**config.mk**
```make
export PLATFORM = sky130hd
export DESIGN_NAME = icache_repl
export DESIGN_NICKNAME = d
export VERILOG_FILES = /design/src/source/icache_repl.sv
export SDC_FILE = /design/constraint.sdc
export NUM_CORES = 1
export LEC_CHECK = 0
export BUFFER_PORTS_ARGS = -buffer_cell sky130_fd_sc_hd__clkbuf_2
export CAP_MARGIN = 20
export CORE_AREA = 2 2 39 41
export CTS_CLUSTER_SIZE = 12
export DETAILED_ROUTE_END_ITERATION = 8
export DIE_AREA = 0 0 41 43
export PLACE_DENSITY = 0.53
export SLEW_MARGIN = 20
export SYNTH_ARGS = -nofsm -noshare
export SYNTH_HDL_FRONTEND = slang
export SYNTH_SLANG_ARGS = --single-unit
```
**constraint.sdc**
```tcl
create_clock -name clk_i -period 1.25 [get_ports clk_i]
set_input_delay 0.3125 -clock clk_i [delete_from_list [all_inputs] [get_ports clk_i]]
set_output_delay 0.3125 -clock clk_i [all_outputs]
set_load 0.02 [all_outputs]
```
**src/source/icache_repl.sv**
```systemverilog
module icache_repl #(
    parameter int unsigned NUM_WAYS = 4
) (
    input  logic                clk_i,
    input  logic                rst_ni,
    input  logic [NUM_WAYS-1:0] way_valid_i,
    input  logic                advance_i,
    output logic [NUM_WAYS-1:0] victim_o
);

    // ------------------------------------------------------------
    // 8 bit lfsr for the full-set case
    // ------------------------------------------------------------

    logic [7:0]          lfsr_q;
    logic                lfsr_fb;
    logic [NUM_WAYS-1:0] first_inv;
    logic                inv_found;
    logic [NUM_WAYS-1:0] rand_way;

    // taps 8,6,5,4 give the maximal length sequence
    assign lfsr_fb = lfsr_q[7] ^ lfsr_q[5] ^ lfsr_q[4] ^ lfsr_q[3];

    // only steps when the controller actually evicts a valid line
    always_ff @(posedge clk_i or negedge rst_ni) begin
        if (!rst_ni) begin
            lfsr_q <= 8'hA5;
        end else if (advance_i) begin
            lfsr_q <= {lfsr_q[6:0], lfsr_fb};
        end
    end

    // lowest numbered invalid way wins
    always_comb begin
        first_inv = '0;
        inv_found = 1'b0;
        for (int w = 0; w < NUM_WAYS; w++) begin
            if (!way_valid_i[w] && !inv_found) begin
                first_inv[w] = 1'b1;
                inv_found    = 1'b1;
            end
        end
        // lfsr value folded onto the way count
        rand_way                   = '0;
        rand_way[lfsr_q % NUM_WAYS] = 1'b1;
    end

    assign victim_o = inv_found ? first_inv : rand_way;

endmodule

```
==> reports/results.ini <==
[global_routing]
grt_usage_pct=9.76
grt_overflow_total=0
grt_max_degree=10
grt_pass1_vias=259
antenna_found_initial=0
grt_pass1_wl_um=1050

[run_status]
status=complete, but fails checks
violations=setup timing

[final_layout]
fill_cells=148
syn_to_final_growth_pct=40.7
reg.largest.list=lfsr_q (8)
largest_reg_flops=8
antenna_cells=0
regMostFlops=lfsr_q
nets=59
drive_gt1_share_pct=60.0
post-route-util_pct=39.7
fin_cells=66
multi_input_area_um2=191
finish.instance_area_um2=549
final_common_cell=clkbuf_2
ff_latch_area_um2=205

[clock_network]
clkTransAtPathRegs_ps=50
cts_tree=built
clock-sinks=8
cts_max_level=1
cts_buffers=3
root_buffer=clkbuf_4
cts_buffer_depth=2
clk_latency_ps=250

[timing]
finalCritPeriodShare_pct=120
slew-limit-headroom_pct=86.3
fmax_mhz=667
drv_slew=0
holdWs_ps=367
max_slew.worst_pin.slew_ps=206
setup_slack_ps=-250
setup_viol=4
grt_setup_unrepaired=yes
min_period_ps=1500
final_hold_viol_count=0
fin_skew_ps=3.54

[routing]
wire_per_inst_um=10.5
drt-initial-drc-count=0
vias=290
postRouteAntennaNets=0
routed_wl_um=694
drtPass1Iterations=1
viasPerCell=4.39
drc=0

[power]
p_switching_uw=351
netSwitchingFraction_pct=30.1
comb_power_share_pct=37.0
intPower_uw=814
p_per_area_nw_per_um2=2120
p_clk_share_pct=16.7
fin_total_pwr_mw=1.16
power_leakage_nw=0.232
power_frac_seq_pct=46.3
power.ir.vdd_worst_uv=801

[logic_synthesis]
seq_area_frac_synth_pct=52.6
ys_warn_count=0
syn-num-nets=40
netlist_area_um2=390
netlist_instances=33
synth.distinct_cells=12
synth_area_per_cell_um2=11.8
ys_seq_elements=8

[setup_path]
crit_chain=nor2b_2, nand3_2, a21boi_2, clkbuf_8
critPathLaunchType=flop
critPathRequiredTime_ps=940
crit_arrival_ps=1190
worstSetupPathType=flop to output port
rr_endpoint=lfsr_q[0]
cpLargestDelayFamily=flip-flops
critical_path.slowest_cell=dfrtp_1
worstRegToRegCells=3
r2r_slack_ps=280
startpoint=lfsr_q[1]
crit_fanout=2
worstSetupEndpointType=output port
cp_slowest_stage_delay_ps=390
r2r_start=lfsr_q[5]
crit_buf_inv=1

[die]
io_pins=11
core_um2=1380
die_w_um=41
start_util_pct=28.2
die_area_um2=1760
die_h_um=43
std_cell_rows=14

[placed_design]
gp_congestion=0.608
hpwl_um=500
numPortBuffers=10
dpl_cell_area_um2=479
place_inst=61

[min_path]
holdPathStages=2
min_to=lfsr_q[0]
min_path_type=primary input to flop
hp-start=advance_i

[job]
max-cap-violations=0

[logic make-up (layout without fill, tap and decap cells)]
logic type                count (synthesis)  count (layout)  share of synthesized area, %
and+or+nand+nor                          10              10                          11.9
xor gates and xnor gates                  3               3                          6.73
buffers and inverters                     1              18                          2.88
AOI/OAI and AO/OA                         4               4                          5.77
DFF                                       8               8                          52.6
muxes                                     7               7                          20.2
[cell usage after synthesis]
cell type | instances | area share (%)
xnor2_1 | 3 | 6.7
dfstp_2 | 4 | 27
mux2_2 | 4 | 12
buf_6 | 1 | 2.9
nor2b_1 | 2 | 3.2
nand2_1 | 4 | 3.8
nor2_1 | 1 | 0.96
a21oi_1 | 3 | 3.8
dfrtp_1 | 4 | 26
nand3_1 | 3 | 3.8
mux2_1 | 3 | 8.7
a21boi_1 | 1 | 1.9
[worst max-delay path by stage]
| stage | endpoint | cells past startpoint |
|---|---|---|
| 4_1_cts | victim_o[1] | 4 |
| 2_1_floorplan | victim_o[2] | 3 |
| 5_1_grt | victim_o[1] | 4 |
| 6_report | victim_o[1] | 4 |
| 3_5_place_dp | victim_o[1] | 5 |
| 3_3_place_gp | victim_o[1] | 5 |
[metrics by stage]
stage          setup slack (ps)  TNS (ps)
6_report                   -250      -905
5_1_grt                    -330     -1170
4_1_cts                    -272      -945
3_5_place_dp              -67.7     -70.9
3_3_place_gp              -51.6     -68.7
2_1_floorplan              14.1         0
[routing by layer]
metal	part of all wire (%)	GRT usage, %	routed length (um)
met1	50	12.4	348
met2	47	10.9	325
met3	2.9	4.71	20
met4	0	10.0	0
met5	0	0	0
[power groups by stage]
| stage | registers, mW | clock network, mW | logic, mW |
|---|---|---|---|
| after floorplan | 0.522 | 0 | 0.296 |
| after global placement | 0.542 | 0 | 0.380 |
| after detailed placement | 0.541 | 0 | 0.386 |
| after CTS | 0.534 | 0.207 | 0.433 |
| after global routing | 0.557 | 0.220 | 0.477 |
| final | 0.539 | 0.195 | 0.431 |
[layout make-up]
class | instances | area share [%]
tap | 16 | 3.64
timing repair buffer | 15 | 20.0
sequential | 8 | 37.4
multi-input combinational | 24 | 34.9
clock buffer | 3 | 4.10
[repair_timing]
| action | in CTS | in global routing |
|---|---|---|
| gates resized for setup | 6 | 2 |
| hold buffers | 1 | 0 |
| setup buffers | 1 | 0 |
| pin swaps | 4 | 2 |
| setup endpoints to repair | 4 | 4 |
| endpoints found under the hold margin | 4 | 0 |
No activity file was read; power rests on OpenSTA's default activity.
