$ cat src/source/icache_pkg.sv
package icache_pkg;

    // ------------------------------------------------------------
    // fetch and memory widths
    // ------------------------------------------------------------

    // byte address presented on the fetch port
    localparam int unsigned ADDR_WIDTH  = 32;
    // one instruction word
    localparam int unsigned FETCH_WIDTH = 32;
    // one read beat on the memory port
    localparam int unsigned BEAT_WIDTH  = 64;

    // ------------------------------------------------------------
    // line geometry
    // ------------------------------------------------------------

    // a line is filled by a two beat burst
    localparam int unsigned BEATS_PER_LINE    = 2;
    localparam int unsigned LINE_WIDTH        = BEATS_PER_LINE * BEAT_WIDTH;
    // byte offset bits inside a 16 byte line
    localparam int unsigned LINE_OFFSET_WIDTH = $clog2(LINE_WIDTH / 8);

    // ------------------------------------------------------------
    // shared types
    // ------------------------------------------------------------

    typedef logic [ADDR_WIDTH-1:0]  fetch_addr_t;
    typedef logic [FETCH_WIDTH-1:0] fetch_word_t;
    typedef logic [BEAT_WIDTH-1:0]  beat_t;

    // controller states
    // FLUSH is the reset state, it walks every set once
    typedef enum logic [2:0] {
        FLUSH,
        IDLE,
        TAG_CMP,
        REFILL,
        WAIT_R,
        REDO_REQ,
        TAG_CMP_SAVED
    } ctrl_state_e;

endpackage

$ cat src/source/icache_array_if.sv
interface icache_array_if #(
    parameter int unsigned NUM_WAYS = 4,
    parameter int unsigned NUM_SETS = 16
);
    import icache_pkg::*;

    localparam int unsigned INDEX_W    = $clog2(NUM_SETS);
    localparam int unsigned TAG_W      = ADDR_WIDTH - INDEX_W - LINE_OFFSET_WIDTH;
    localparam int unsigned WORD_SEL_W = LINE_OFFSET_WIDTH - $clog2(FETCH_WIDTH / 8);
    localparam int unsigned BEAT_SEL_W = $clog2(BEATS_PER_LINE);

    // read side, issued one cycle ahead of the compare
    logic                  rd_en;
    logic [INDEX_W-1:0]    index;
    // refill and invalidate writes
    logic                  we;
    logic [NUM_WAYS-1:0]   way_mask;
    logic [BEAT_SEL_W-1:0] beat_sel;
    beat_t                 wr_beat;
    logic [TAG_W-1:0]      wr_tag;
    logic                  wr_valid;
    // compare side, valid the cycle after rd_en
    logic [WORD_SEL_W-1:0] word_sel;
    logic [TAG_W-1:0]      cmp_tag;
    logic [NUM_WAYS-1:0]   hit;
    logic [NUM_WAYS-1:0]   way_valid;
    fetch_word_t           rd_word;

    modport ctrl (
        output rd_en, index, we, way_mask, beat_sel, wr_beat, wr_tag, wr_valid,
        output word_sel, cmp_tag,
        input  hit, way_valid, rd_word
    );

    modport arrays (
        input  rd_en, index, we, way_mask, beat_sel, wr_beat, wr_tag, wr_valid,
        input  word_sel, cmp_tag,
        output hit, way_valid, rd_word
    );

endinterface

$ cat src/source/icache_ctrl.sv
module icache_ctrl #(
    parameter int unsigned NUM_WAYS = 4,
    parameter int unsigned NUM_SETS = 16
) (
    input  logic                    clk_i,
    input  logic                    rst_ni,
    input  logic                    flush_i,
    input  logic                    en_i,
    // fetch port
    input  logic                    fetch_req_i,
    input  icache_pkg::fetch_addr_t fetch_addr_i,
    output logic                    fetch_ready_o,
    output logic                    fetch_valid_o,
    output icache_pkg::fetch_word_t fetch_data_o,
    output logic                    miss_o,
    // memory read port
    output logic                    mem_ar_valid_o,
    input  logic                    mem_ar_ready_i,
    output icache_pkg::fetch_addr_t mem_ar_addr_o,
    input  logic                    mem_r_valid_i,
    input  icache_pkg::beat_t       mem_r_data_i,
    input  logic                    mem_r_last_i,
    // arrays and replacement
    icache_array_if.ctrl            arr,
    input  logic [NUM_WAYS-1:0]     victim_i,
    output logic                    repl_advance_o
);
    import icache_pkg::*;

    localparam int unsigned INDEX_W    = $clog2(NUM_SETS);
    localparam int unsigned TAG_W      = ADDR_WIDTH - INDEX_W - LINE_OFFSET_WIDTH;
    localparam int unsigned WORD_LSB   = $clog2(FETCH_WIDTH / 8);
    localparam int unsigned WORD_SEL_W = LINE_OFFSET_WIDTH - WORD_LSB;
    localparam int unsigned BEAT_SEL_W = $clog2(BEATS_PER_LINE);

    ctrl_state_e           state_q, state_d;
    fetch_addr_t           addr_q, addr_d;
    logic [TAG_W-1:0]      tag_q, tag_d;
    logic [NUM_WAYS-1:0]   evict_way_q, evict_way_d;
    logic [INDEX_W-1:0]    flush_cnt_q, flush_cnt_d;
    logic                  flush_pend_q, flush_pend_d;
    logic [BEAT_SEL_W-1:0] beat_cnt_q, beat_cnt_d;

    logic [INDEX_W-1:0] addr_index;
    logic [TAG_W-1:0]   addr_tag;
    logic               flush_block;
    logic               lookup_hit;

    // fields of the held address
    assign addr_index = addr_q[LINE_OFFSET_WIDTH +: INDEX_W];
    assign addr_tag   = addr_q[ADDR_WIDTH-1 -: TAG_W];

    // no new fetch is taken once a flush is requested
    assign flush_block = flush_i || flush_pend_q;
    // in bypass only the replay after a refill may hit
    assign lookup_hit  = (|arr.hit) && (en_i || (state_q == TAG_CMP_SAVED));

    // line aligned and built only from registers so it holds through REFILL
    assign mem_ar_addr_o = {tag_q, addr_index, {LINE_OFFSET_WIDTH{1'b0}}};
    assign fetch_data_o  = arr.rd_word;

    // ------------------------------------------------------------
    // lookup, refill and flush FSM
    // ------------------------------------------------------------
    always_comb begin
        state_d      = state_q;
        addr_d       = addr_q;
        tag_d        = tag_q;
        evict_way_d  = evict_way_q;
        flush_cnt_d  = flush_cnt_q;
        flush_pend_d = flush_pend_q;
        beat_cnt_d   = beat_cnt_q;

        fetch_ready_o  = 1'b0;
        fetch_valid_o  = 1'b0;
        miss_o         = 1'b0;
        mem_ar_valid_o = 1'b0;
        repl_advance_o = 1'b0;

        // array defaults serve the refill write path
        arr.rd_en    = 1'b0;
        arr.index    = addr_index;
        arr.we       = 1'b0;
        arr.way_mask = evict_way_q;
        arr.beat_sel = beat_cnt_q;
        arr.wr_beat  = mem_r_data_i;
        arr.wr_tag   = tag_q;
        arr.wr_valid = 1'b1;
        arr.word_sel = addr_q[WORD_LSB +: WORD_SEL_W];
        // the held address keeps its tag through refill and replay
        arr.cmp_tag  = addr_tag;

        case (state_q)
            // clear the valid bit of every way one set per cycle
            FLUSH: begin
                arr.we       = 1'b1;
                arr.way_mask = '1;
                arr.wr_valid = 1'b0;
                arr.index    = flush_cnt_q;
                flush_cnt_d  = flush_cnt_q + 1'b1;
                if (flush_cnt_q == INDEX_W'(NUM_SETS - 1)) begin
                    flush_cnt_d  = '0;
                    flush_pend_d = 1'b0;
                    state_d      = IDLE;
                end
            end
            IDLE: begin
                fetch_ready_o = !flush_block;
                if (flush_block) begin
                    state_d = FLUSH;
                end else if (fetch_req_i) begin
                    // read all ways now, compare next cycle
                    addr_d    = fetch_addr_i;
                    arr.rd_en = 1'b1;
                    arr.index = fetch_addr_i[LINE_OFFSET_WIDTH +: INDEX_W];
                    state_d   = TAG_CMP;
                end
            end
            TAG_CMP, TAG_CMP_SAVED: begin
                if (lookup_hit) begin
                    fetch_valid_o = 1'b1;
                    fetch_ready_o = !flush_block;
                    state_d       = IDLE;
                    // a back to back request starts its read right away
                    if (fetch_req_i && !flush_block) begin
                        addr_d    = fetch_addr_i;
                        arr.rd_en = 1'b1;
                        arr.index = fetch_addr_i[LINE_OFFSET_WIDTH +: INDEX_W];
                        state_d   = TAG_CMP;
                    end
                end else begin
                    state_d = REFILL;
                    tag_d   = addr_tag;
                    miss_o  = en_i && (state_q == TAG_CMP);
                    // a bypass hit refreshes the way it already sits in
                    evict_way_d = arr.hit;
                    if (!(|arr.hit)) begin
                        evict_way_d    = victim_i;
                        repl_advance_o = &arr.way_valid;
                    end
                end
            end
            // hold the address phase until the memory takes it
            REFILL: begin
                mem_ar_valid_o = 1'b1;
                beat_cnt_d     = '0;
                if (mem_ar_ready_i) begin
                    state_d = WAIT_R;
                end
            end
            // each beat goes straight into the victim way
            WAIT_R: begin
                if (mem_r_valid_i) begin
                    arr.we     = 1'b1;
                    beat_cnt_d = beat_cnt_q + 1'b1;
                    if (mem_r_last_i) begin
                        state_d = REDO_REQ;
                    end
                end
            end
            // reread the refilled set for the replay compare
            REDO_REQ: begin
                arr.rd_en = 1'b1;
                state_d   = TAG_CMP_SAVED;
            end
            default: begin
                state_d = IDLE;
            end
        endcase

        // remember a flush until FLUSH has run
        if (flush_i) begin
            flush_pend_d = 1'b1;
        end
    end

    always_ff @(posedge clk_i or negedge rst_ni) begin
        if (!rst_ni) begin
            state_q      <= FLUSH;
            evict_way_q  <= '0;
            flush_cnt_q  <= '0;
            flush_pend_q <= 1'b0;
            beat_cnt_q   <= '0;
        end else begin
            state_q      <= state_d;
            evict_way_q  <= evict_way_d;
            flush_cnt_q  <= flush_cnt_d;
            flush_pend_q <= flush_pend_d;
            beat_cnt_q   <= beat_cnt_d;
        end
    end

    // held fetch address and the tag of the line being refilled
    always_ff @(posedge clk_i) begin
        addr_q <= addr_d;
        tag_q  <= tag_d;
    end

endmodule

$ cat src/flat_wrapper.sv
// flat-port wrapper written by rule: the top's interface ports become plain ports
module icache_ctrl_flat import icache_pkg::*;
#(
    parameter int unsigned NUM_WAYS = 4,
    parameter int unsigned NUM_SETS = 16
)
  (clk_i, rst_ni, flush_i, en_i, fetch_req_i, fetch_addr_i, fetch_ready_o, fetch_valid_o, fetch_data_o, miss_o, mem_ar_valid_o, mem_ar_ready_i, mem_ar_addr_o, mem_r_valid_i, mem_r_data_i, mem_r_last_i, victim_i, repl_advance_o, arr_rd_en, arr_index, arr_we, arr_way_mask, arr_beat_sel, arr_wr_beat, arr_wr_tag, arr_wr_valid, arr_word_sel, arr_cmp_tag, arr_hit, arr_way_valid, arr_rd_word);
  icache_array_if #(.NUM_WAYS(NUM_WAYS), .NUM_SETS(NUM_SETS)) arr_i ();
  input  logic clk_i;
  input  logic rst_ni;
  input  logic flush_i;
  input  logic en_i;
  input  logic fetch_req_i;
  input  icache_pkg::fetch_addr_t fetch_addr_i;
  output logic fetch_ready_o;
  output logic fetch_valid_o;
  output icache_pkg::fetch_word_t fetch_data_o;
  output logic miss_o;
  output logic mem_ar_valid_o;
  input  logic mem_ar_ready_i;
  output icache_pkg::fetch_addr_t mem_ar_addr_o;
  input  logic mem_r_valid_i;
  input  icache_pkg::beat_t mem_r_data_i;
  input  logic mem_r_last_i;
  input  logic [NUM_WAYS-1:0] victim_i;
  output logic repl_advance_o;
  output wire logic [$bits(arr_i.rd_en)-1:0] arr_rd_en;
  output wire logic [$bits(arr_i.index)-1:0] arr_index;
  output wire logic [$bits(arr_i.we)-1:0] arr_we;
  output wire logic [$bits(arr_i.way_mask)-1:0] arr_way_mask;
  output wire logic [$bits(arr_i.beat_sel)-1:0] arr_beat_sel;
  output wire logic [$bits(arr_i.wr_beat)-1:0] arr_wr_beat;
  output wire logic [$bits(arr_i.wr_tag)-1:0] arr_wr_tag;
  output wire logic [$bits(arr_i.wr_valid)-1:0] arr_wr_valid;
  output wire logic [$bits(arr_i.word_sel)-1:0] arr_word_sel;
  output wire logic [$bits(arr_i.cmp_tag)-1:0] arr_cmp_tag;
  input wire logic [$bits(arr_i.hit)-1:0] arr_hit;
  input wire logic [$bits(arr_i.way_valid)-1:0] arr_way_valid;
  input wire logic [$bits(arr_i.rd_word)-1:0] arr_rd_word;
  assign arr_rd_en = arr_i.rd_en;
  assign arr_index = arr_i.index;
  assign arr_we = arr_i.we;
  assign arr_way_mask = arr_i.way_mask;
  assign arr_beat_sel = arr_i.beat_sel;
  assign arr_wr_beat = arr_i.wr_beat;
  assign arr_wr_tag = arr_i.wr_tag;
  assign arr_wr_valid = arr_i.wr_valid;
  assign arr_word_sel = arr_i.word_sel;
  assign arr_cmp_tag = arr_i.cmp_tag;
  assign arr_i.hit = arr_hit;
  assign arr_i.way_valid = arr_way_valid;
  assign arr_i.rd_word = arr_rd_word;
  icache_ctrl #(.NUM_WAYS(NUM_WAYS), .NUM_SETS(NUM_SETS)) u_core (.clk_i(clk_i), .rst_ni(rst_ni), .flush_i(flush_i), .en_i(en_i), .fetch_req_i(fetch_req_i), .fetch_addr_i(fetch_addr_i), .fetch_ready_o(fetch_ready_o), .fetch_valid_o(fetch_valid_o), .fetch_data_o(fetch_data_o), .miss_o(miss_o), .mem_ar_valid_o(mem_ar_valid_o), .mem_ar_ready_i(mem_ar_ready_i), .mem_ar_addr_o(mem_ar_addr_o), .mem_r_valid_i(mem_r_valid_i), .mem_r_data_i(mem_r_data_i), .mem_r_last_i(mem_r_last_i), .arr(arr_i), .victim_i(victim_i), .repl_advance_o(repl_advance_o));
endmodule
$ cat config.mk
export PLATFORM = sky130hd
export DESIGN_NAME = icache_ctrl_flat
export DESIGN_NICKNAME = d
export VERILOG_FILES = /design/src/source/icache_pkg.sv /design/src/source/icache_array_if.sv /design/src/source/icache_ctrl.sv /design/src/flat_wrapper.sv
export SDC_FILE = /design/constraint.sdc
export NUM_CORES = 1
export LEC_CHECK = 0
export BUFFER_PORTS_ARGS = -buffer_cell sky130_fd_sc_hd__clkbuf_2
export CAP_MARGIN = 5
export CORE_AREA = 2 2 133 135
export DETAILED_ROUTE_END_ITERATION = 10
export DIE_AREA = 0 0 135 137
export GPL_ROUTABILITY_DRIVEN = 0
export SYNTH_ARGS = -nofsm -noshare
export SYNTH_HDL_FRONTEND = slang
export SYNTH_SLANG_ARGS = --single-unit
export TNS_END_PERCENT = 10
$ cat constraint.sdc
create_clock -name clk_i -period 3.15 [get_ports clk_i]
set_input_delay 0.7875 -clock clk_i [delete_from_list [all_inputs] [get_ports clk_i]]
set_output_delay 0.7875 -clock clk_i [all_outputs]
set_load 0.05 [all_outputs]
==> results by group, run 1 <==
Power and ir drop
  • Total Power: 3590 µW
  • Max VDD drop: 0.443 mV
  • Clk network pwr share: 0.312
  • Leak pwr: 0.00175 µW
  • Sw Share: 0.370
  • P_sw: 1330 µW
  • Power Density: 879 nW/µm²
  • Comb power frac: 0.366
  • Int Pwr: 2260 µW
  • Share of power burned in registers: 0.322

Floorplan
  • FP Rows: 48
  • Core Area: 17,100 µm²
  • Initial core utilization: 0.204
  • Die width: 135 µm
  • Die area: 18,500 µm²
  • # IOs: 343
  • Die H: 137 µm

Critical path
  • Crit path largest cell delay: 0.57 ns
  • R2R Path Start: u_core.state_q[1]
  • Peak fanout along the critical path: 7
  • Data arrival, critical path: 2.32 ns
  • Top delay family on crit path: simple AND/OR/NAND/NOR gates
  • Bufs and invs on worst path: 2
  • CP required: 2.36 ns
  • Crit. Startpoint: arr_hit[1]
  • Setup CP Type: in2out
  • Startpoint types: primary input
  • Worst-path cell chain: clkbuf_2 -> or4_4 -> a31oi_4 -> nor2_4 -> a221o_1 -> clkbuf_8
  • CP endpoint kind: primary output
  • Crit-path slowest cell: or4_4

Logic synthesis
  • YS warnings: 0
  • Yosys reg bits: 67
  • Post-synthesis sequential area ratio: 0.561
  • Post-Syn Area: 3470 µm²
  • Post-synth ARST share: 0.194
  • Netlist cell types: 41
  • Synth Area per Inst: 12.1 µm²
  • EDFF count, synth: 54
  • Synth Instances: 287
  • Main synth FF type: edfxtp_1

Finish
  • Cell area after layout: 4080 µm²
  • Layout cells sized above 1: 0.555
  • # diodes: 0
  • # fillers: 1,785
  • Nets: 483
  • Layout area overhead: 17.6%
  • Final std cells w/o fill: 564

Timing
  • Final hold vios: 0
  • Final Critical Period: 3.11 ns
  • RSZ-0062 raised after global routing: yes
  • Fmax: 0.321 GHz
  • Final worst slack: 0.0379 ns
  • Slew Viols, Final: 0
  • Fin crit share: 0.988
  • Clock Skew: 0.00825 ns
  • Final Hold Slack: 0.358 ns
  • Setup Viol. Count Final: 0

Global route
  • Total congestion overflow: 0
  • Antenna violations before repair: 0
  • Total track usage: 0.0917
  • Largest net degree at the start of global routing: 27
  • Vias in the first global route: 2,047
  • First-pass GRT wire length: 12,400 µm

Clocking
  • Clock latency on the worst-skew pair: 0.32 ns
  • # H-tree levels: 3
  • Clock sinks: 67
  • CTS buffer count: 9
  • Clk buf depth: 2
  • Root buffer cell: clkbuf_16
  • CTS clk-pin slew, worst paths: 0.06 ns
  • TritonCTS clock tree: built
  • Hold Buf Count CTS: 0

Min path
  • Hold crit path type: in2async

Drt
  • Routed vias/inst: 3.83
  • DRC viols: 0
  • Pre-antenna DRT Iters: 4
  • Drt total wl: 8870 µm
  • Wire per inst: 15.7 µm
  • ANT nets after route: 0
  • Via Count: 2,160
  • First-iteration detailed-routing DRC count: 71

Placement
  • # port buffers: 144
  • Post-placement cell count: 547
  • Place WS: -0.0661 ns
  • Placement Cell Area: 3710 µm²
  • Post-detail-place hpwl: 7320 µm

Flow run
  • Max Cap Viol: 0

Outcome
  • Outcome: completed
[worst paths after layout]
kind	end	slack, ns	cells after the start
setup / recovery	arr_index[1]	0.04	6
hold / removal	u_core.arr.beat_sel	0.36	1
setup reg to reg	u_core.addr_q[25]	1.13	4
hold reg to reg	u_core.arr.wr_tag[23]	0.45	0
max in group asynchronous	u_core.flush_cnt_q[2]	2.53	1
min in group clk_i	u_core.arr.wr_tag[23]	0.45	0
[cell type report]
type	instances	area (µm²)	area share
inverters	5	18.8	0.00460
clock buffers	9	225	0.0551
flip-flops and latches	67	1950	0.477
multi-input cells	91	591	0.145
well taps	225	282	0.0689
clock inverters	7	116	0.0285
repair buffers	160	905	0.222
[per-stage QoR]
stage | util | setup TNS (ns)
global placement | 0.218 | -0.0742
global route | 0.239 | -0.0172
floorplan | - | -1.51
detailed placement | 0.218 | -0.136
finish | 0.239 | 0
CTS | 0.239 | 0
[Yosys cell counts (2+ instances only)]
| cell type | number | area, µm² |
|---|---|---|
| clkbuf_1 | 3 | 11.3 |
| and2_1 | 4 | 25.0 |
| inv_1 | 5 | 18.8 |
| dfrtp_1 | 13 | 325 |
| nand2b_1 | 7 | 43.8 |
| a221o_1 | 4 | 40.0 |
| a31oi_1 | 3 | 18.8 |
| nand2_1 | 14 | 52.6 |
| o21ai_0 | 9 | 45.0 |
| edfxtp_1 | 54 | 1620 |
| a211oi_1 | 3 | 22.5 |
| nor2b_1 | 2 | 12.5 |
| buf_4 | 124 | 931 |
| nor3b_1 | 2 | 15.0 |
| nand3_1 | 4 | 20.0 |
| a21oi_1 | 6 | 30.0 |
| nor2_1 | 2 | 7.51 |
| nor3_1 | 5 | 25.0 |
[registers in the layout, indices dropped and copies added, names as in the netlist]
signal               flops
u_core.addr_q           30
u_core.arr.beat_sel      1
u_core.arr.wr_tag       24
u_core.evict_way_q       4
u_core.flush_cnt_q       4
u_core.flush_pend_q      1
u_core.state_q           3
[per-layer routing]
layer	track usage	share of wire	vias up
met4	0.0573	0.038	0
met2	0.155	0.50	184
li1	-	-	965
met5	0	0	-
met3	0.0452	0.12	35
met1	0.0901	0.34	976
[cell usage in the layout (no fill, tap or decap), drive strengths merged, types with 2 or more instances in the layout]
cell type	n
nor3b	2
nand3	4
edfxtp	54
clkbuf	149
nor2b	2
inv	5
nor3	6
and2	4
a221o	4
a21oi	6
nand2	14
bufinv	3
or3b	2
dfrtp	13
clkinv	4
buf	20
nand2b	7
a31oi	4
a211oi	3
conb	4
a21o	2
nor2	3
o21ai	10
[logic make-up after synthesis]
logic type      share of synthesized area
simple gates                       0.0836
compound gates                     0.0717
buf+inv                             0.277
xor+xnor                          0.00252
fa+ha+maj                         0.00360
flops                               0.561
other cells                       0.00108
[power by group through the flow]
stage | Combinational (µW) | Sequential [µW] | Clock [µW]
final | 1310 | 1160 | 1120
after global routing | 1410 | 1170 | 1190
after CTS | 1320 | 1150 | 1160
after detailed placement | 1270 | 1170 | 0
after global placement | 1250 | 1160 | 0
after floorplan | 1160 | 1200 | 0
[what timing repair did]
item	in CTS	in global routing
resized for setup	4	3
endpoints found under the hold margin	0	0
setup endpoints to repair	4	5
setup buffers	1	0
pin swaps	5	4
No activity file was read; power rests on OpenSTA's default activity.
==> run 2: changes to the inputs <==
- BUFFER_PORTS_ARGS: -buffer_cell sky130_fd_sc_hd__clkbuf_2 -> -buffer_cell sky130_fd_sc_hd__buf_4
- PLACE_DENSITY_LB_ADDON: not set -> 0.08
==> run 2 against run 1 <==
Final area is 6.6% higher. Die area unchanged. Critical path depth unchanged. Register-to-register slack worse by 0.16 ns. Clock power up 4%. Via count is 1.3% lower. Largest cell class unchanged. Highest routed layer unchanged.
==> results by group, run 2 (same netlist as run 1, synthesis figures left out) <==
Power and ir drop
  • Share of power burned in registers: 0.318 (-0.004)
  • Int Pwr: 2270 µW (+0.45%)
  • P_sw: 1330 µW (+0.14%)
  • Total Power: 3600 µW (+0.34%)
  • Power Density: 828 nW/µm² (-5.8%)
  • Comb power frac: 0.360 (-0.006)
  • Leak pwr: 0.00179 µW (+2.7%)
  • Max VDD drop: 0.577 mV (+30%)
  • Sw Share: 0.370 (-0.000711)
  • Clk network pwr share: 0.322 (+0.010)

Floorplan
  • Core Area: 17,100 µm² (unchanged)
  • FP Rows: 48 (unchanged)
  • Die area: 18,500 µm² (unchanged)
  • Initial core utilization: 0.204 (unchanged)
  • # IOs: 343 (unchanged)
  • Die width: 135 µm (unchanged)
  • Die H: 137 µm (unchanged)

Flow run
  • Max Cap Viol: 0 (unchanged)

Finish
  • Final std cells w/o fill: 558 (-1.1%)
  • Commonest non-fill, non-tap cell in the layout: buf_4
  • # fillers: 1,835 (+2.8%)
  • Max reg flops: 30 (unchanged)
  • Most frequent cells in the layout: buf_4 (152), edfxtp_1 (54), nand2_1 (14)
  • Layout area overhead: 25.3%
  • Layout cells sized above 1: 0.550 (-0.00502)
  • Nets: 478 (-1.0%)
  • Largest reg by FF count: u_core.addr_q
  • # diodes: 0 (unchanged)

Critical path
  • Startpoint types: primary input
  • Crit path largest cell delay: 0.55 ns (-0.02 ns)
  • Setup CP Type: in2out
  • R2R Path Start: u_core.state_q[2]
  • Data arrival, critical path: 2.33 ns (about the same)
  • CP most frequent cell: buf_4
  • CP endpoint kind: primary output
  • CP required: 2.36 ns (about the same)
  • Peak fanout along the critical path: 9 (+2)
  • Worst-path cell chain: buf_4 -> or4_4 -> a31oi_4 -> nor2_4 -> a221o_1 -> buf_4
  • Cells on worst reg2reg path: 5 (+1)
  • R2R Setup Slk: 0.97 ns (-0.16 ns)
  • Crit-path slowest cell: or4_4
  • Worst reg2reg path endpoint: u_core.addr_q[15]

Global route
  • Vias in the first global route: 2,063 (+0.78%)
  • First-pass GRT wire length: 12,600 µm (+1.6%)
  • Largest net degree at the start of global routing: 25 (-7.4%)
  • Total track usage: 0.0968 (+0.00507)
  • Total congestion overflow: 0 (unchanged)
  • Antenna violations before repair: 0 (unchanged)

Clocking
  • Clock latency on the worst-skew pair: 0.34 ns (+0.02 ns)
  • CTS buffer count: 9 (unchanged)
  • TritonCTS clock tree: built
  • Clock sinks: 67 (unchanged)
  • Hold Buf Count CTS: 0 (unchanged)
  • CTS clk-pin slew, worst paths: 0.06 ns (about the same)
  • Clk buf depth: 2 (unchanged)
  • Root buffer cell: clkbuf_16
  • # H-tree levels: 3 (unchanged)

Timing
  • Final Hold Slack: 0.294 ns (-0.0643 ns)
  • Fmax: 0.321 GHz (-0.23%)
  • Total negative slack: 0 ns (unchanged)
  • Setup Viol. Count Final: 0 (unchanged)
  • Slew Viols, Final: 0 (unchanged)
  • Clock Skew: 0.00534 ns (-0.00291 ns)
  • Final Critical Period: 3.12 ns (+0.00711 ns)
  • Fin crit share: 0.990 (+0.00226)
  • Final hold vios: 0 (unchanged)

Drt
  • Drt total wl: 8950 µm (+0.86%)
  • DRC viols: 0 (unchanged)
  • Wire per inst: 16.0 µm (+1.9%)
  • Routed vias/inst: 3.82 (-0.28%)
  • Via Count: 2,131 (-1.3%)
  • First-iteration detailed-routing DRC count: 68 (-4.2%)
  • ANT nets after route: 0 (unchanged)
  • Pre-antenna DRT Iters: 4 (unchanged)

Placement
  • Post-detail-place hpwl: 6920 µm (-5.5%)
  • Post-placement cell count: 542 (-0.91%)
  • # port buffers: 144 (unchanged)

Min path
  • Hold crit path type: in2async

Outcome
  • Outcome: completed
run 2: cell types whose count changed in the layout (fill, tap and decap cells not counted), moves of 2 or more:
cell and delta:
clkbuf_2 -139, buf_4 +136, buf_12 -3, buf_6 +3, clkinv_4 -2, clkinvlp_4 +2
run 2: power by group through the flow:
stage	Combinational, µW	Sequential [µW]	Clock (µW)
2_1_floorplan	1160	1200	0
3_3_place_gp	1280	1170	0
3_5_place_dp	1280	1160	0
4_1_cts	1280	1150	1220
5_1_grt	1390	1160	1260
6_report	1300	1150	1160
run 2: timing repair:
action | 4_1_cts | 5_1_grt
gates resized for setup | 0 | 5
setup endpoints to repair | 0 | 4
endpoints found under the hold margin | 0 | 0
setup buffers | 0 | 1
run 2: cell type report:
| class | instances | area [µm²] | area share |
|---|---|---|---|
| Timing Repair Buffer | 155 | 1170 | 0.270 |
| Multi-Input combinational cell | 91 | 591 | 0.136 |
| Clock inverter | 6 | 114 | 0.0262 |
| Tap cell | 225 | 282 | 0.0647 |
| Inverter | 5 | 18.8 | 0.00431 |
| Clock buffer | 9 | 225 | 0.0518 |
| Sequential cell | 67 | 1950 | 0.447 |
run 2: how the worst max path moves through the flow:
stage	start	to	slack [ns]	depth (start not counted)
after floorplan	flush_i	arr_index[0]	-0.34	3
after global routing	arr_hit[0]	arr_index[1]	-0.006	6
after global placement	arr_hit[1]	arr_index[1]	0.04	6
after detailed placement	arr_hit[0]	arr_index[3]	0.03	6
final	arr_hit[1]	arr_index[1]	0.03	6
after CTS	arr_hit[0]	arr_index[0]	0.02	6
run 2: per-layer routing:
| metal | vias to the layer above | part of all wire | track usage |
|---|---|---|---|
| li1 | 947 | - | - |
| met1 | 958 | 0.36 | 0.101 |
| met2 | 187 | 0.47 | 0.149 |
| met3 | 39 | 0.13 | 0.0548 |
| met4 | 0 | 0.042 | 0.0637 |
| met5 | - | 0 | 0 |
run 2: critical path, delay by kind of cell:
kind | cells | cell delay, ns
buffers and inverters | 2 | 0.30
AND/OR/NAND/NOR | 2 | 0.65
AO/OA/AOI/OAI | 2 | 0.58
run 2: stage by stage:
step	setup WS [ns]	instance area [µm²]	util
2_1_floorplan	-0.336	3490	-
3_3_place_gp	0.0351	3990	0.234
3_5_place_dp	0.0255	3990	0.234
4_1_cts	0.0241	4330	0.254
5_1_grt	-0.00629	4350	0.255
6_report	0.0308	4350	0.255
==> run 3: changes to the inputs <==
- RECOVER_POWER: not set -> 50
==> run 3 against run 2 <==
Die area unchanged. Largest cell class unchanged. Highest routed layer unchanged. First-iteration DRC count decreased by 8.8%. Routed wire length is 0.40% lower. Sequential power about the same. Final area shrank 0.32%.
==> results by group, run 3 (same netlist as run 1, synthesis figures left out) <==
Outcome
  • Outcome: completed

Power and ir drop
  • Int Pwr: 2260 µW (-0.47%)
  • Leak pwr: 0.00177 µW (-1.1%)
  • Total Power: 3590 µW (-0.37%)
  • Sw Share: 0.370 (+0.000639)
  • Power Density: 827 nW/µm² (about the same)
  • P_sw: 1330 µW (-0.20%)
  • Clk network pwr share: 0.323 (about the same)
  • Max VDD drop: 0.577 mV (about the same)
  • Comb power frac: 0.357 (-0.003)
  • Share of power burned in registers: 0.319 (about the same)

Critical path
  • Crit. Startpoint: arr_hit[1]
  • Crit path to: arr_index[1]
  • Data arrival, critical path: 2.33 ns (about the same)
  • R2R Setup Slk: 0.96 ns (about the same)
  • Startpoint types: primary input
  • CP required: 2.36 ns (about the same)
  • CP most frequent cell: buf_4
  • Worst-path cell chain: buf_4 -> or4_4 -> a31oi_4 -> nor2_4 -> a221o_1 -> buf_4
  • Peak fanout along the critical path: 9 (unchanged)
  • Worst reg2reg path endpoint: u_core.addr_q[15]
  • CP endpoint kind: primary output
  • R2R Path Start: u_core.state_q[2]
  • Crit-path slowest cell: or4_4
  • Cells on worst reg2reg path: 5 (unchanged)
  • Crit path largest cell delay: 0.55 ns (about the same)
  • Setup CP Type: in2out

Finish
  • # fillers: 1,839 (+0.22%)
  • Reg area: 1950 µm² (unchanged)
  • Layout cells sized above 1: 0.538 (-0.0120)
  • Largest reg by FF count: u_core.addr_q
  • Commonest non-fill, non-tap cell in the layout: buf_4
  • Most frequent cells in the layout: buf_4 (120), edfxtp_1 (54), clkbuf_4 (29)
  • Max reg flops: 30 (unchanged)
  • Multi-input logic area: 586 µm² (-0.85%)
  • Layout area overhead: 24.9%
  • Final std cells w/o fill: 559 (+0.18%)
  • Nets: 478 (unchanged)

Min path
  • Hold crit path type: reg2reg

Timing
  • Setup Viol. Count Final: 0 (unchanged)
  • Total negative slack: 0 ns (unchanged)
  • Final Hold Slack: 0.448 ns (+0.154 ns)
  • Slew of the pin with the lowest slew margin: 0.839 ns
  • Clock Skew: 0.00537 ns (+0.0000294 ns)
  • Final Critical Period: 3.12 ns (-0.000131 ns)
  • Fin crit share: 0.990 (about the same)
  • Relative slew margins: 0.441
  • Fmax: 0.321 GHz (about the same)
  • Slew Viols, Final: 0 (unchanged)
  • Final hold vios: 0 (unchanged)

Flow run
  • Max Cap Viol: 0 (unchanged)

Clocking
  • Clk buf depth: 2 (unchanged)
  • Hold Buf Count CTS: 0 (unchanged)
  • # H-tree levels: 3 (unchanged)
  • CTS buffer count: 9 (unchanged)
  • Root buffer cell: clkbuf_16
  • TritonCTS clock tree: built
  • CTS clk-pin slew, worst paths: 0.05 ns (about the same)
  • Clock sinks: 67 (unchanged)
  • Clock latency on the worst-skew pair: 0.34 ns (about the same)

Floorplan
  • Core Area: 17,100 µm² (unchanged)
  • FP Rows: 48 (unchanged)
  • Initial core utilization: 0.204 (unchanged)
  • Die width: 135 µm (unchanged)
  • Die H: 137 µm (unchanged)
  • Die area: 18,500 µm² (unchanged)
  • # IOs: 343 (unchanged)

Drt
  • Via Count: 2,133 (+0.094%)
  • Pre-antenna DRT Iters: 4 (unchanged)
  • Drt total wl: 8910 µm (-0.40%)
  • First-iteration detailed-routing DRC count: 62 (-8.8%)
  • ANT nets after route: 0 (unchanged)
  • Wire per inst: 15.9 µm (-0.58%)
  • DRC viols: 0 (unchanged)
  • Routed vias/inst: 3.82 (about the same)

Placement
  • Post-detail-place hpwl: 6920 µm (unchanged)
  • Post-placement cell count: 542 (unchanged)
  • # port buffers: 144 (unchanged)

Global route
  • Largest net degree at the start of global routing: 25 (unchanged)
  • First-pass GRT wire length: 12,600 µm (unchanged)
  • Vias in the first global route: 2,063 (unchanged)
  • Total congestion overflow: 0 (unchanged)
  • Antenna violations before repair: 1 (+1)
  • Total track usage: 0.0968 (unchanged)
## run 3: cell count changes in the layout (fill, tap and decap cells not counted), sizes merged
| cell | previous run | this run |
|---|---|---|
| buf | 155 | 123 |
| clkbuf | 9 | 41 |
| diode | 0 | 1 |
## run 3: cell type report
class / instances / area share
tap: 225 / 0.0649
timing repair buffer: 155 / 0.268
antenna: 1 / 0.000577
inverter: 5 / 0.00433
clock buffer: 9 / 0.0519
multi-input combinational: 91 / 0.135
clock inverter: 6 / 0.0262
sequential: 67 / 0.449
## run 3: worst min path at each step
stage                                      from               endpoint  depth (start not counted)
after floorplan           u_core.evict_way_q[0]  u_core.evict_way_q[0]                          2
after global placement        u_core.addr_q[13]   u_core.arr.wr_tag[5]                          0
after detailed placement      u_core.addr_q[10]   u_core.arr.wr_tag[2]                          0
after CTS                                rst_ni    u_core.arr.beat_sel                          1
after global routing          u_core.addr_q[25]  u_core.arr.wr_tag[17]                          0
final                         u_core.addr_q[25]  u_core.arr.wr_tag[17]                          0
## run 3: metal layers
layer / up-vias / part of all wire / global-route usage
li1: 948 / - / -
met1: 954 / 0.36 / 0.101
met2: 192 / 0.47 / 0.149
met3: 39 / 0.13 / 0.0548
met4: 0 / 0.042 / 0.0637
met5: - / 0 / 0
## run 3: critical path: cells and delay by family
family	cells	cell delay [ns]
buffers and inverters	2	0.30
AO/OA/AOI/OAI	2	0.58
AND/OR/NAND/NOR	2	0.65
## run 3: metrics by stage
step | utilization | setup WS, ns | instance area [µm²]
global placement | 0.234 | 0.0351 | 3990
CTS | 0.254 | 0.0241 | 4330
detailed placement | 0.234 | 0.0255 | 3990
global route | 0.254 | -0.00624 | 4340
floorplan | - | -0.336 | 3490
finish | 0.254 | 0.0309 | 4340
## run 3: repair_timing
item	CTS	global route
gates resized for setup	0	5
setup endpoints to repair	0	4
setup buffers	0	1
## run 3: power by group through the flow
| stage | Sequential [µW] | Clock, µW | Combinational [µW] |
|---|---|---|---|
| 3_5_place_dp | 1160 | 0 | 1280 |
| 2_1_floorplan | 1200 | 0 | 1160 |
| 6_report | 1150 | 1160 | 1280 |
| 4_1_cts | 1150 | 1220 | 1280 |
| 5_1_grt | 1160 | 1260 | 1380 |
| 3_3_place_gp | 1170 | 0 | 1280 |
